==> src/rtl/core_pkg.sv <==
/* core_pkg
   widths, instruction encodings and pipeline register types shared by the core */
package core_pkg;

   localparam int xlen       = 32;
   localparam int reg_addr_w = 5;

   // reset pc, start of the text segment
   localparam logic [xlen-1:0] text_start = 32'h0040_0000;

   // primary opcodes
   localparam logic [5:0] op_special = 6'h00;
   localparam logic [5:0] op_addiu   = 6'h09;
   localparam logic [5:0] op_slti    = 6'h0a;
   localparam logic [5:0] op_andi    = 6'h0c;
   localparam logic [5:0] op_ori     = 6'h0d;
   localparam logic [5:0] op_xori    = 6'h0e;
   localparam logic [5:0] op_lw      = 6'h23;
   localparam logic [5:0] op_sw      = 6'h2b;

   // funct field, only meaningful under op_special
   localparam logic [5:0] fn_sll  = 6'h00;
   localparam logic [5:0] fn_srl  = 6'h02;
   localparam logic [5:0] fn_sra  = 6'h03;
   localparam logic [5:0] fn_addu = 6'h21;
   localparam logic [5:0] fn_subu = 6'h23;
   localparam logic [5:0] fn_and  = 6'h24;
   localparam logic [5:0] fn_or   = 6'h25;
   localparam logic [5:0] fn_xor  = 6'h26;
   localparam logic [5:0] fn_nor  = 6'h27;
   localparam logic [5:0] fn_slt  = 6'h2a;
   localparam logic [5:0] fn_sltu = 6'h2b;

   typedef struct packed {
      logic [5:0]            op;
      logic [reg_addr_w-1:0] rs;
      logic [reg_addr_w-1:0] rt;
      logic [reg_addr_w-1:0] rd;
      logic [4:0]            shamt;
      logic [5:0]            funct;
   } r_fmt_t;

   typedef struct packed {
      logic [5:0]            op;
      logic [reg_addr_w-1:0] rs;
      logic [reg_addr_w-1:0] rt;
      logic [15:0]           imm;
   } i_fmt_t;

   // same 32 bits, read as either format
   typedef union packed {
      r_fmt_t r;
      i_fmt_t i;
   } instr_t;

   typedef enum logic [3:0] {
      alu_addu, alu_subu, alu_and, alu_or, alu_xor, alu_nor,
      alu_slt, alu_sltu, alu_sll, alu_srl, alu_sra
   } alu_op_t;

   // all zero is a bubble
   typedef struct packed {
      logic    reg_we;
      logic    mem_read;
      logic    mem_write;
      logic    alu_src_imm;
      alu_op_t alu_op;
      logic    shift_imm;
      logic    spare;
   } ctrl_t;

   typedef struct packed {
      ctrl_t                 ctrl;
      logic [reg_addr_w-1:0] rs;
      logic [reg_addr_w-1:0] rt;
      logic [xlen-1:0]       rs_val;
      logic [xlen-1:0]       rt_val;
      logic [xlen-1:0]       imm;
      logic [4:0]            shamt;
      logic [reg_addr_w-1:0] dest;
   } id_ex_t;

   typedef struct packed {
      ctrl_t                 ctrl;
      logic [xlen-1:0]       result;
      logic [xlen-1:0]       store_val;
      logic [reg_addr_w-1:0] dest;
   } ex_mem_t;

   typedef struct packed {
      logic                  reg_we;
      logic [reg_addr_w-1:0] dest;
      logic [xlen-1:0]       value;
   } mem_wb_t;

   typedef enum logic [1:0] {
      fwd_none, fwd_mem, fwd_wb
   } fwd_sel_t;

endpackage

==> src/rtl/execute_stage.sv <==
`timescale 1ns/1ps
/* execute_stage
   operand forwarding, ALU and the execute-to-memory register */
module execute_stage (
   input  logic                      clk,
   input  logic                      rst_b,
   input  core_pkg::id_ex_t          id_ex,
   input  core_pkg::fwd_sel_t        fwd_rs,
   input  core_pkg::fwd_sel_t        fwd_rt,
   input  logic [core_pkg::xlen-1:0] mem_result,
   input  core_pkg::mem_wb_t         wb,
   output core_pkg::ex_mem_t         ex_mem
);
   import core_pkg::*;

   logic [xlen-1:0] op_a;
   logic [xlen-1:0] rt_fwd;
   logic [xlen-1:0] op_b;
   logic [4:0]      shift_cnt;
   logic [xlen-1:0] result;

   function automatic logic [xlen-1:0] pick(input fwd_sel_t sel,
                                            input logic [xlen-1:0] reg_val);
      case (sel)
         // never a load here, the stall keeps loads out of this path
         fwd_mem: return mem_result;
         fwd_wb:  return wb.value;
         default: return reg_val;
      endcase
   endfunction

   always_comb begin
      op_a = pick(fwd_rs, id_ex.rs_val);
      rt_fwd = pick(fwd_rt, id_ex.rt_val);
   end

   assign op_b = id_ex.ctrl.alu_src_imm ? id_ex.imm : rt_fwd;
   // shifts move rt, count from shamt or low bits of rs
   assign shift_cnt = id_ex.ctrl.shift_imm ? id_ex.shamt : op_a[4:0];

   always_comb begin
      case (id_ex.ctrl.alu_op)
         alu_subu: result = op_a - op_b;
         alu_and:  result = op_a & op_b;
         alu_or:   result = op_a | op_b;
         alu_xor:  result = op_a ^ op_b;
         alu_nor:  result = ~(op_a | op_b);
         alu_slt:  result = {{(xlen-1){1'b0}}, $signed(op_a) < $signed(op_b)};
         alu_sltu: result = {{(xlen-1){1'b0}}, op_a < op_b};
         alu_sll:  result = op_b << shift_cnt;
         alu_srl:  result = op_b >> shift_cnt;
         alu_sra:  result = $unsigned($signed(op_b) >>> shift_cnt);
         // add, also load/store addressing
         default:  result = op_a + op_b;
      endcase
   end

   always_ff @(posedge clk or negedge rst_b) begin
      if (!rst_b) begin
         ex_mem <= '0;
      end else begin
         ex_mem.ctrl <= id_ex.ctrl;
         ex_mem.result <= result;
         ex_mem.store_val <= rt_fwd;
         ex_mem.dest <= id_ex.dest;
      end
   end

endmodule

==> src/rtl/fetch_decode.sv <==
`timescale 1ns/1ps
/* fetch_decode
   pc, fetch/decode register, field decode and control, loads the id_ex register */
module fetch_decode (
   input  logic                            clk,
   input  logic                            rst_b,
   input  logic                            stall,
   input  core_pkg::instr_t                inst,
   input  core_pkg::fwd_sel_t              fwd_rs,
   input  core_pkg::fwd_sel_t              fwd_rt,
   input  logic [core_pkg::xlen-1:0]       rs_val,
   input  logic [core_pkg::xlen-1:0]       rt_val,
   output logic [29:0]                     inst_addr,
   output logic [core_pkg::reg_addr_w-1:0] rs,
   output logic [core_pkg::reg_addr_w-1:0] rt,
   output logic                            uses_rt,
   output core_pkg::id_ex_t                id_ex,
   output core_pkg::fwd_sel_t              ex_fwd_rs,
   output core_pkg::fwd_sel_t              ex_fwd_rt
);
   import core_pkg::*;

   logic [xlen-1:0]       pc;
   instr_t                ir;
   ctrl_t                 ctrl;
   logic [xlen-1:0]       imm;
   logic [reg_addr_w-1:0] dest;

   // fetch side, both hold while a load-use stall is resolved
   always_ff @(posedge clk or negedge rst_b) begin
      if (!rst_b) begin
         pc <= text_start;
         ir <= '0;
      end else if (!stall) begin
         pc <= pc + 'd4;
         ir <= inst;
      end
   end

   assign inst_addr = pc[xlen-1:2];
   assign rs = ir.r.rs;
   assign rt = ir.r.rt;

   always_comb begin
      ctrl = '0;
      uses_rt = 1'b0;
      // i-format defaults: rt is the target, immediate sign extended
      dest = ir.i.rt;
      imm = {{16{ir.i.imm[15]}}, ir.i.imm};
      if (ir.i.op inside {op_andi, op_ori, op_xori}) begin
         imm = {16'h0, ir.i.imm};
      end
      case (ir.r.op)
         op_special: begin
            dest = ir.r.rd;
            uses_rt = 1'b1;
            ctrl.reg_we = 1'b1;
            // constant shifts take their count from shamt
            ctrl.shift_imm = ir.r.funct inside {fn_sll, fn_srl, fn_sra};
            case (ir.r.funct)
               fn_sll:  ctrl.alu_op = alu_sll;
               fn_srl:  ctrl.alu_op = alu_srl;
               fn_sra:  ctrl.alu_op = alu_sra;
               fn_addu: ctrl.alu_op = alu_addu;
               fn_subu: ctrl.alu_op = alu_subu;
               fn_and:  ctrl.alu_op = alu_and;
               fn_or:   ctrl.alu_op = alu_or;
               fn_xor:  ctrl.alu_op = alu_xor;
               fn_nor:  ctrl.alu_op = alu_nor;
               fn_slt:  ctrl.alu_op = alu_slt;
               fn_sltu: ctrl.alu_op = alu_sltu;
               default: ctrl = '0;
            endcase
         end
         op_addiu, op_slti, op_andi, op_ori, op_xori: begin
            ctrl.reg_we = 1'b1;
            ctrl.alu_src_imm = 1'b1;
            case (ir.i.op)
               op_slti: ctrl.alu_op = alu_slt;
               op_andi: ctrl.alu_op = alu_and;
               op_ori:  ctrl.alu_op = alu_or;
               op_xori: ctrl.alu_op = alu_xor;
               default: ctrl.alu_op = alu_addu;
            endcase
         end
         // address is base plus offset through the adder
         op_lw: begin
            ctrl.reg_we = 1'b1;
            ctrl.mem_read = 1'b1;
            ctrl.alu_src_imm = 1'b1;
         end
         op_sw: begin
            uses_rt = 1'b1;
            ctrl.mem_write = 1'b1;
            ctrl.alu_src_imm = 1'b1;
         end
         // unknown opcode runs as a no-op
         default: ctrl = '0;
      endcase
   end

   always_ff @(posedge clk or negedge rst_b) begin
      if (!rst_b) begin
         id_ex <= '0;
         ex_fwd_rs <= fwd_none;
         ex_fwd_rt <= fwd_none;
      end else begin
         // bubble into execute while decode waits on a load
         id_ex.ctrl <= stall ? ctrl_t'('0) : ctrl;
         id_ex.rs <= ir.r.rs;
         id_ex.rt <= ir.r.rt;
         id_ex.rs_val <= rs_val;
         id_ex.rt_val <= rt_val;
         id_ex.imm <= imm;
         id_ex.shamt <= ir.r.shamt;
         id_ex.dest <= dest;
         ex_fwd_rs <= fwd_rs;
         ex_fwd_rt <= fwd_rt;
      end
   end

   // a stall needs a real load in execute, never the bubble a stall left behind
   a_stall_on_load: assert property (@(posedge clk) disable iff (!rst_b)
      stall |-> id_ex.ctrl.mem_read);

endmodule

==> src/rtl/hazard_unit.sv <==
`timescale 1ns/1ps
/* hazard_unit
   forwarding selects for the decode operands and load-use stall detection */
module hazard_unit (
   input  logic                            clk,
   input  logic                            rst_b,
   input  logic [core_pkg::reg_addr_w-1:0] rs,
   input  logic [core_pkg::reg_addr_w-1:0] rt,
   input  logic                            uses_rt,
   input  core_pkg::id_ex_t                id_ex,
   input  core_pkg::ex_mem_t               ex_mem,
   input  core_pkg::mem_wb_t               wb,
   output logic                            stall,
   output core_pkg::fwd_sel_t              fwd_rs,
   output core_pkg::fwd_sel_t              fwd_rt
);
   import core_pkg::*;

   logic ex_load;

   // selects are used one cycle later, when id_ex has moved to memory
   // and ex_mem to writeback, so the names follow where the value will be
   function automatic fwd_sel_t fwd_for(input logic [reg_addr_w-1:0] src);
      if (src == '0) begin
         return fwd_none;
      end
      // nearer producer first
      if (id_ex.ctrl.reg_we && id_ex.dest == src) begin
         return fwd_mem;
      end
      if (ex_mem.ctrl.reg_we && ex_mem.dest == src) begin
         return fwd_wb;
      end
      return fwd_none;
   endfunction

   always_comb begin
      fwd_rs = fwd_for(rs);
      fwd_rt = fwd_for(rt);
   end

   // load data only exists after memory, one cycle too late for execute
   assign ex_load = id_ex.ctrl.mem_read && (id_ex.dest != '0);
   assign stall = ex_load && ((id_ex.dest == rs) || (uses_rt && id_ex.dest == rt));

   a_stall_single: assert property (@(posedge clk) disable iff (!rst_b)
      stall |=> !stall);

   // a wb select must find its producer in writeback one cycle on
   a_fwd_wb_src: assert property (@(posedge clk) disable iff (!rst_b)
      fwd_rs == fwd_wb |=> wb.reg_we && wb.dest == $past(rs));

endmodule

==> src/rtl/memory_writeback.sv <==
`timescale 1ns/1ps
/* memory_writeback
   data port drive, load capture and the memory-to-writeback register */
module memory_writeback (
   input  logic                      clk,
   input  logic                      rst_b,
   input  core_pkg::ex_mem_t         ex_mem,
   input  logic [core_pkg::xlen-1:0] mem_data_out,
   output logic [29:0]               mem_addr,
   output logic [core_pkg::xlen-1:0] mem_data_in,
   output logic [3:0]                mem_write_en,
   output core_pkg::mem_wb_t         wb
);

   // word address drops the low two bits of the sum
   assign mem_addr = ex_mem.result[31:2];
   assign mem_data_in = ex_mem.store_val;
   // word stores enable all four lanes or none
   assign mem_write_en = {4{ex_mem.ctrl.mem_write}};

   always_ff @(posedge clk or negedge rst_b) begin
      if (!rst_b) begin
         wb <= '0;
      end else begin
         wb.reg_we <= ex_mem.ctrl.reg_we;
         wb.dest <= ex_mem.dest;
         // memory answers in the same cycle
         wb.value <= ex_mem.ctrl.mem_read ? mem_data_out : ex_mem.result;
      end
   end

   // full-word mask or no write at all
   a_store_mask: assert property (@(posedge clk) disable iff (!rst_b)
      mem_write_en == 4'h0 || mem_write_en == 4'hF);

endmodule

==> src/rtl/mips_core.sv <==
`timescale 1ns/1ps
/* mips_core
   five-stage in-order integer pipeline, memories outside the core */
module mips_core (
   input  logic                      clk,
   input  logic                      rst_b,
   output logic [29:0]               inst_addr,
   input  logic [core_pkg::xlen-1:0] inst,
   output logic [29:0]               mem_addr,
   output logic [core_pkg::xlen-1:0] mem_data_in,
   output logic [3:0]                mem_write_en,
   input  logic [core_pkg::xlen-1:0] mem_data_out
);
   import core_pkg::*;

   logic                  stall;
   logic [reg_addr_w-1:0] rs;
   logic [reg_addr_w-1:0] rt;
   logic                  uses_rt;
   logic [xlen-1:0]       rs_val;
   logic [xlen-1:0]       rt_val;
   // selects from decode, and their registered copies for execute
   fwd_sel_t              fwd_rs;
   fwd_sel_t              fwd_rt;
   fwd_sel_t              ex_fwd_rs;
   fwd_sel_t              ex_fwd_rt;
   id_ex_t                id_ex;
   ex_mem_t               ex_mem;
   mem_wb_t               wb;

   fetch_decode u_fetch_decode (
      .clk       (clk),
      .rst_b     (rst_b),
      .stall     (stall),
      .inst      (inst),
      .fwd_rs    (fwd_rs),
      .fwd_rt    (fwd_rt),
      .rs_val    (rs_val),
      .rt_val    (rt_val),
      .inst_addr (inst_addr),
      .rs        (rs),
      .rt        (rt),
      .uses_rt   (uses_rt),
      .id_ex     (id_ex),
      .ex_fwd_rs (ex_fwd_rs),
      .ex_fwd_rt (ex_fwd_rt)
   );

   regfile u_regfile (
      .clk    (clk),
      .rst_b  (rst_b),
      .rs     (rs),
      .rt     (rt),
      .rs_val (rs_val),
      .rt_val (rt_val),
      .wb     (wb)
   );

   hazard_unit u_hazard_unit (
      .clk     (clk),
      .rst_b   (rst_b),
      .rs      (rs),
      .rt      (rt),
      .uses_rt (uses_rt),
      .id_ex   (id_ex),
      .ex_mem  (ex_mem),
      .wb      (wb),
      .stall   (stall),
      .fwd_rs  (fwd_rs),
      .fwd_rt  (fwd_rt)
   );

   execute_stage u_execute_stage (
      .clk        (clk),
      .rst_b      (rst_b),
      .id_ex      (id_ex),
      .fwd_rs     (ex_fwd_rs),
      .fwd_rt     (ex_fwd_rt),
      .mem_result (ex_mem.result),
      .wb         (wb),
      .ex_mem     (ex_mem)
   );

   memory_writeback u_memory_writeback (
      .clk          (clk),
      .rst_b        (rst_b),
      .ex_mem       (ex_mem),
      .mem_data_out (mem_data_out),
      .mem_addr     (mem_addr),
      .mem_data_in  (mem_data_in),
      .mem_write_en (mem_write_en),
      .wb           (wb)
   );

endmodule

==> src/rtl/regfile.sv <==
`timescale 1ns/1ps
/* regfile
   31 general registers plus hardwired $0, two read ports, write-through from writeback */
module regfile (
   input  logic                            clk,
   input  logic                            rst_b,
   input  logic [core_pkg::reg_addr_w-1:0] rs,
   input  logic [core_pkg::reg_addr_w-1:0] rt,
   output logic [core_pkg::xlen-1:0]       rs_val,
   output logic [core_pkg::xlen-1:0]       rt_val,
   input  core_pkg::mem_wb_t               wb
);
   import core_pkg::*;

   // no storage behind $0
   logic [xlen-1:0] regs [1:31];
   logic            wr_en;

   function automatic logic [xlen-1:0] read_port(input logic [reg_addr_w-1:0] addr);
      if (addr == '0) begin
         return '0;
      end
      // same-cycle write wins over the stored value
      if (wr_en && wb.dest == addr) begin
         return wb.value;
      end
      return regs[addr];
   endfunction

   assign wr_en = wb.reg_we && (wb.dest != '0);

   always_ff @(posedge clk) begin
      if (wr_en) begin
         regs[wb.dest] <= wb.value;
      end
   end

   always_comb begin
      rs_val = read_port(rs);
      rt_val = read_port(rt);
   end

   // $0 has no entry and must never be the write target
   a_no_r0_write: assert property (@(posedge clk) disable iff (!rst_b)
      wr_en |-> wb.dest != '0);

endmodule

==> config.mk <==
export PLATFORM = sky130hd
export DESIGN_NAME = mips_core
export DESIGN_NICKNAME = d
export VERILOG_FILES = /design/src/rtl/core_pkg.sv /design/src/rtl/execute_stage.sv /design/src/rtl/fetch_decode.sv /design/src/rtl/hazard_unit.sv /design/src/rtl/memory_writeback.sv /design/src/rtl/mips_core.sv /design/src/rtl/regfile.sv
export SDC_FILE = /design/constraint.sdc
export NUM_CORES = 2
export LEC_CHECK = 0
export BUFFER_PORTS_ARGS = -buffer_cell sky130_fd_sc_hd__buf_2
export CAP_MARGIN = 20
export CELL_PAD_IN_SITES_DETAIL_PLACEMENT = 0
export CELL_PAD_IN_SITES_GLOBAL_PLACEMENT = 1
export CORE_ASPECT_RATIO = 1.75
export CORE_UTILIZATION = 58
export DETAILED_ROUTE_END_ITERATION = 10
export PLACE_DENSITY_LB_ADDON = 0.1
export SYNTH_ARGS = -nofsm -noshare
export SYNTH_HDL_FRONTEND = slang
export SYNTH_SLANG_ARGS = --single-unit
==> constraint.sdc <==
create_clock -name clk -period 6.45 [get_ports clk]
set_input_delay 0.9675 -clock clk [delete_from_list [all_inputs] [get_ports clk]]
set_output_delay 0.9675 -clock clk [all_outputs]
set_load 0.01 [all_outputs]
==> impl_results.md <==
* Run status: complete, no violations
* Worst setup path endpoint: u_execute_stage.ex_mem[65]$_DFF_PN0_
* Full die area at 116,000 um2
* Number of placement rows at approximately 160
* Mapped Nets at about 4,800
* CTS clk-pin slew, worst paths at 0.07 ns
* Logic depth of the worst path, buffers included at 16
* Compound-Gate Fraction of Synth Area at between 10% and 20%
* Router iterations before antenna repair at 8
* Die X-Extent at approximately 260 um
* Critical path startpoint: u_fetch_decode.ex_fwd_rt[0]$_DFF_PN0_
* Cell leakage power at approximately 26 nW
* R2R Setup Slk at 0.87 ns
* Largest net degree at the start of global routing at ~120
* Quantity of I/O buffers inserted on ports at about 160
* Fillers at ~8,400
* Overall die height at 450 um
* Cell type with the highest occurrence count on the critical path: sky130_fd_sc_hd__inv_1
* Setup repair after global routing missed its margin: no
* Maximum net fanout on the critical path at 22
* Post-Synth Simple-Gate Area at just over 5%
* Total GRT Usage at 40.4%
* Slew at the pin with the worst max-slew slack at 1.31 ns
* Post-synth ARST share at approximately 21%
* Buffer count from post-CTS setup fixing at 0
* Total routed wirelength at about 230,000 um
* Number of remaining DRC errors at 0
* Placeable core region at 114,000 um2
* Cell area after technology mapping at between 60,000 and 70,000 um2
* Critical path arrival at slightly above 6 ns
* Peak ir drop on the vdd network at 0.313 mV
* Final critical-path share of the clock period at 86.5%
* CTS Sinks at about 1,300
* H-tree levels at 3
* Fraction of the mapped netlist area in adder cells at roughly 2%
* Nature of the critical path endpoint: flop
* Post-synthesis area per instance at around 14 um2
* Share of the yosys chip area belonging to registers at between 50% and 60%
* Vias after detailed routing at 45,200
* Fmax achieved at between 150 and 200 MHz
* Detailed-placement wirelength estimate at 152,000 um
* Beginning of the worst register-to-register path: u_fetch_decode.ex_fwd_rt[0]$_DFF_PN0_
* Clock Skews at 0.0468 ns
* Number of warning messages in the yosys log at 0
* Multiplexer share of the synthesized area at a little under a quarter
* Data required time at the worst endpoint at between 7 and 8 ns
* Clock tree from TritonCTS: built
* Count of buffer and inverter cells on the critical path at 2
* Post-synthesis sequential element count at roughly 1,300
* Number of maximum-capacitance violations at 0
* Antenna violations before repair at 19
* Setup TNS Final at 0 ns
* Slowest-stage cell, CP: sky130_fd_sc_hd__ha_2
* Kind of path behind the tightest hold check: in2async
* Initial cell density of the core at between 50% and 60%
* Fraction of final layout cells sized beyond drive strength 1 at about a quarter
* Ratio of routed vias to standard cells at a little over 7
* Cell depth of the worst flop-to-flop path at 16
* Detail Route Antenna Nets at 0
* Startpoint class of the critical path: flop
* Nets at around 4,800
* Average routed wire per standard cell at between 30 and 40 um
* I/O pin total at ~160
* Last weighted congestion value of the routability-driven placer at 1.06
* Final hold viol count at 0
* Number of distinct library cells after synthesis at 86
* Vias in the first global route at ~45,000
* Post-cts gate resize count at 0
* Inserted Clock Buffers at ~110
* Main flop type after synthesis: sky130_fd_sc_hd__edfxtp_1
* Sequence of cells on the critical path: inv_1, ha_2, or3b_2, o221ai_1, inv_1, ha_1, fa_1, nor2b_1, o311a_1, o22ai_1, o31a_1, o2111ai_1, a41oi_1, o22a_1, a21oi_1, or4_1
* Layout area overhead at 9.74%
* Clock latency at the later pin of the worst-skew pair at roughly 0.76 ns
* Number of slew-limit violations in the final report at 0
* RR Endpoint: u_execute_stage.ex_mem[65]$_DFF_PN0_
* Time the worst path needs with I/O delays and setup at ~5.6 ns
* Count of routing violations after the opening detailed-route iteration at 5,727
* Pwr per Cell Area at slightly above 300 nW/um2
* Overflow left after global routing at 0
* Combinational family with the most area after synthesis: multiplexers
* Final standard cell utilization of the core at between 60 and 70%
* CTS Root Buffer Type: sky130_fd_sc_hd__clkbuf_16
* Type of the setup path with the least slack: reg2reg
* Worst slew margin relative to its limit at between 10% and 20%
* Number of buffers inserted by hold repair at cts at 0
* Count of flip-flops with a built-in enable after synthesis at roughly 1,000
* Synthesized instance count at between 4,000 and 5,000
* Tot Pwr at 22.5 mW
* Maximum cell stage delay along the critical path at approximately 0.53 ns
* Top cell family by delay on the critical path: compound AO/OA/AOI/OAI gates
* Setup-violating endpoint count in the final report at 0
* Global-route wire length before repair at approximately 330,000 um
* Xor-xnor portion of the synthesized cell area at 0.896%
* Clock Path Buffers at 3
[where the power goes]
part	leakage, nW	switching (mW)	total, mW	internal, mW
Combinational	11.6	3.43	5.09	1.66
Sequential	12.1	0.604	10.5	9.94
Clock	1.79	3.13	6.86	3.73
[final cells by class]
class | instances | area, um2 | share of cell area [%]
sequential | 1263 | 36600 | 50.2
multi-input combinational | 2816 | 27800 | 38.1
clock buffer | 136 | 3020 | 4.13
timing repair buffer | 342 | 2520 | 3.45
tap | 1494 | 1870 | 2.56
clock inverter | 69 | 664 | 0.910
inverter | 120 | 450 | 0.617
antenna | 10 | 25.0 | 0.0343
[flip-flops by register name, summed over array words and instances (netlist names)]
register                  count
u_fetch_decode.ex_fwd_rs      2
u_memory_writeback.wb        38
u_fetch_decode.id_ex         95
u_execute_stage.ex_mem       72
u_fetch_decode.ir            32
u_fetch_decode.ex_fwd_rt      2
u_fetch_decode.pc            30
u_regfile.regs              992
[per-stage QoR]
stage	setup WS [ns]	area [um2]	instances	hold slack, ns
global route	0.636	73000	6241	0.135
CTS	0.926	72600	6222	0.137
detailed placement	0.977	69000	6017	0.338
finish	0.873	73000	6250	0.125
global placement	1.08	68900	6016	0.343
floorplan	2.07	66500	4634	0.331
[Yosys cell counts, types with 16 or more instances]
library cell	instances	share of area, %
sky130_fd_sc_hd__a211oi_1	232	2.6
sky130_fd_sc_hd__a21o_1	22	0.25
sky130_fd_sc_hd__a21oi_1	210	1.6
sky130_fd_sc_hd__a221o_1	24	0.36
sky130_fd_sc_hd__a221oi_1	29	0.38
sky130_fd_sc_hd__a22o_1	19	0.25
sky130_fd_sc_hd__a22oi_1	59	0.67
sky130_fd_sc_hd__a31oi_1	20	0.19
sky130_fd_sc_hd__buf_1	63	0.36
sky130_fd_sc_hd__buf_2	61	0.46
sky130_fd_sc_hd__buf_4	68	0.77
sky130_fd_sc_hd__clkbuf_1	238	1.3
sky130_fd_sc_hd__dfrtp_1	270	10
sky130_fd_sc_hd__edfxtp_1	992	45
sky130_fd_sc_hd__ha_1	101	1.9
sky130_fd_sc_hd__inv_1	118	0.67
sky130_fd_sc_hd__mux2_2	95	1.6
sky130_fd_sc_hd__mux2i_1	265	4.0
sky130_fd_sc_hd__mux4_2	515	17
sky130_fd_sc_hd__nand2_1	204	1.2
sky130_fd_sc_hd__nand2b_1	24	0.23
sky130_fd_sc_hd__nand3_1	49	0.37
sky130_fd_sc_hd__nand4_1	18	0.17
sky130_fd_sc_hd__nor2_1	348	2.0
sky130_fd_sc_hd__nor2b_1	20	0.19
sky130_fd_sc_hd__nor3_1	36	0.27
sky130_fd_sc_hd__o211ai_1	31	0.35
sky130_fd_sc_hd__o21ai_0	162	1.2
sky130_fd_sc_hd__o21ai_1	23	0.17
sky130_fd_sc_hd__o21bai_1	16	0.18
sky130_fd_sc_hd__o22ai_1	23	0.22
sky130_fd_sc_hd__xnor2_1	42	0.55
sky130_fd_sc_hd__xor2_1	26	0.34
[kinds of logic (layout without fill, tap and decap cells)]
kind of cell,count (synthesis),in the layout
other,0,10
adder cells (fa/ha/maj),103,103
flip-flops,1263,1263
AND/OR/NAND/NOR,770,770
buffers and inverters,555,667
multiplexers,877,877
AO/OA/AOI/OAI,998,998
XOR/XNOR,68,68
[worst min-delay path by stage]
stage | startpoint | to | slack [ns]
finish | rst_b | u_memory_writeback.wb[27]$_DFF_PN0_ | 0.12
global route | rst_b | u_memory_writeback.wb[27]$_DFF_PN0_ | 0.14
CTS | rst_b | u_memory_writeback.wb[27]$_DFF_PN0_ | 0.14
detailed placement | u_fetch_decode.id_ex[123]$_DFF_PN0_ | u_execute_stage.ex_mem[76]$_DFF_PN0_ | 0.34
global placement | u_fetch_decode.id_ex[123]$_DFF_PN0_ | u_execute_stage.ex_mem[76]$_DFF_PN0_ | 0.34
floorplan | u_fetch_decode.id_ex[123]$_DFF_PN0_ | u_execute_stage.ex_mem[76]$_DFF_PN0_ | 0.33
[cell usage in the layout, fill, tap and decap left out, types with 18 or more instances in the layout]
master / count
sky130_fd_sc_hd__nand2b_1: 24
sky130_fd_sc_hd__a221o_1: 24
sky130_fd_sc_hd__a21oi_1: 208
sky130_fd_sc_hd__mux4_2: 515
sky130_fd_sc_hd__a221oi_1: 29
sky130_fd_sc_hd__nand3_1: 49
sky130_fd_sc_hd__buf_2: 160
sky130_fd_sc_hd__o22ai_1: 23
sky130_fd_sc_hd__ha_1: 99
sky130_fd_sc_hd__a21o_1: 21
sky130_fd_sc_hd__mux2i_1: 265
sky130_fd_sc_hd__xnor2_1: 42
sky130_fd_sc_hd__mux2_2: 95
sky130_fd_sc_hd__o21ai_1: 23
sky130_fd_sc_hd__nor2b_1: 20
sky130_fd_sc_hd__nand2_1: 204
sky130_fd_sc_hd__xor2_1: 26
sky130_fd_sc_hd__clkbuf_16: 116
sky130_fd_sc_hd__nand4_1: 18
sky130_fd_sc_hd__a31oi_1: 20
sky130_fd_sc_hd__clkinv_1: 25
sky130_fd_sc_hd__nor3_1: 32
sky130_fd_sc_hd__inv_1: 118
sky130_fd_sc_hd__buf_4: 155
sky130_fd_sc_hd__a211oi_1: 232
sky130_fd_sc_hd__edfxtp_1: 992
sky130_fd_sc_hd__nor2_4: 34
sky130_fd_sc_hd__dfrtp_1: 259
sky130_fd_sc_hd__nor2_1: 314
sky130_fd_sc_hd__a22oi_1: 58
sky130_fd_sc_hd__o21ai_0: 161
sky130_fd_sc_hd__o211ai_1: 31
sky130_fd_sc_hd__a22o_1: 19
[per-layer routing]
layer	GRT usage [%]	routed length (um)	vias up
met3	9.19	20100	805
met5	0	75	-
met4	29.2	19100	10
met2	67.0	116000	2706
met1	45.9	76300	23100
li1	-	-	18500
Note: power is estimated with default switching activity, not from simulation.
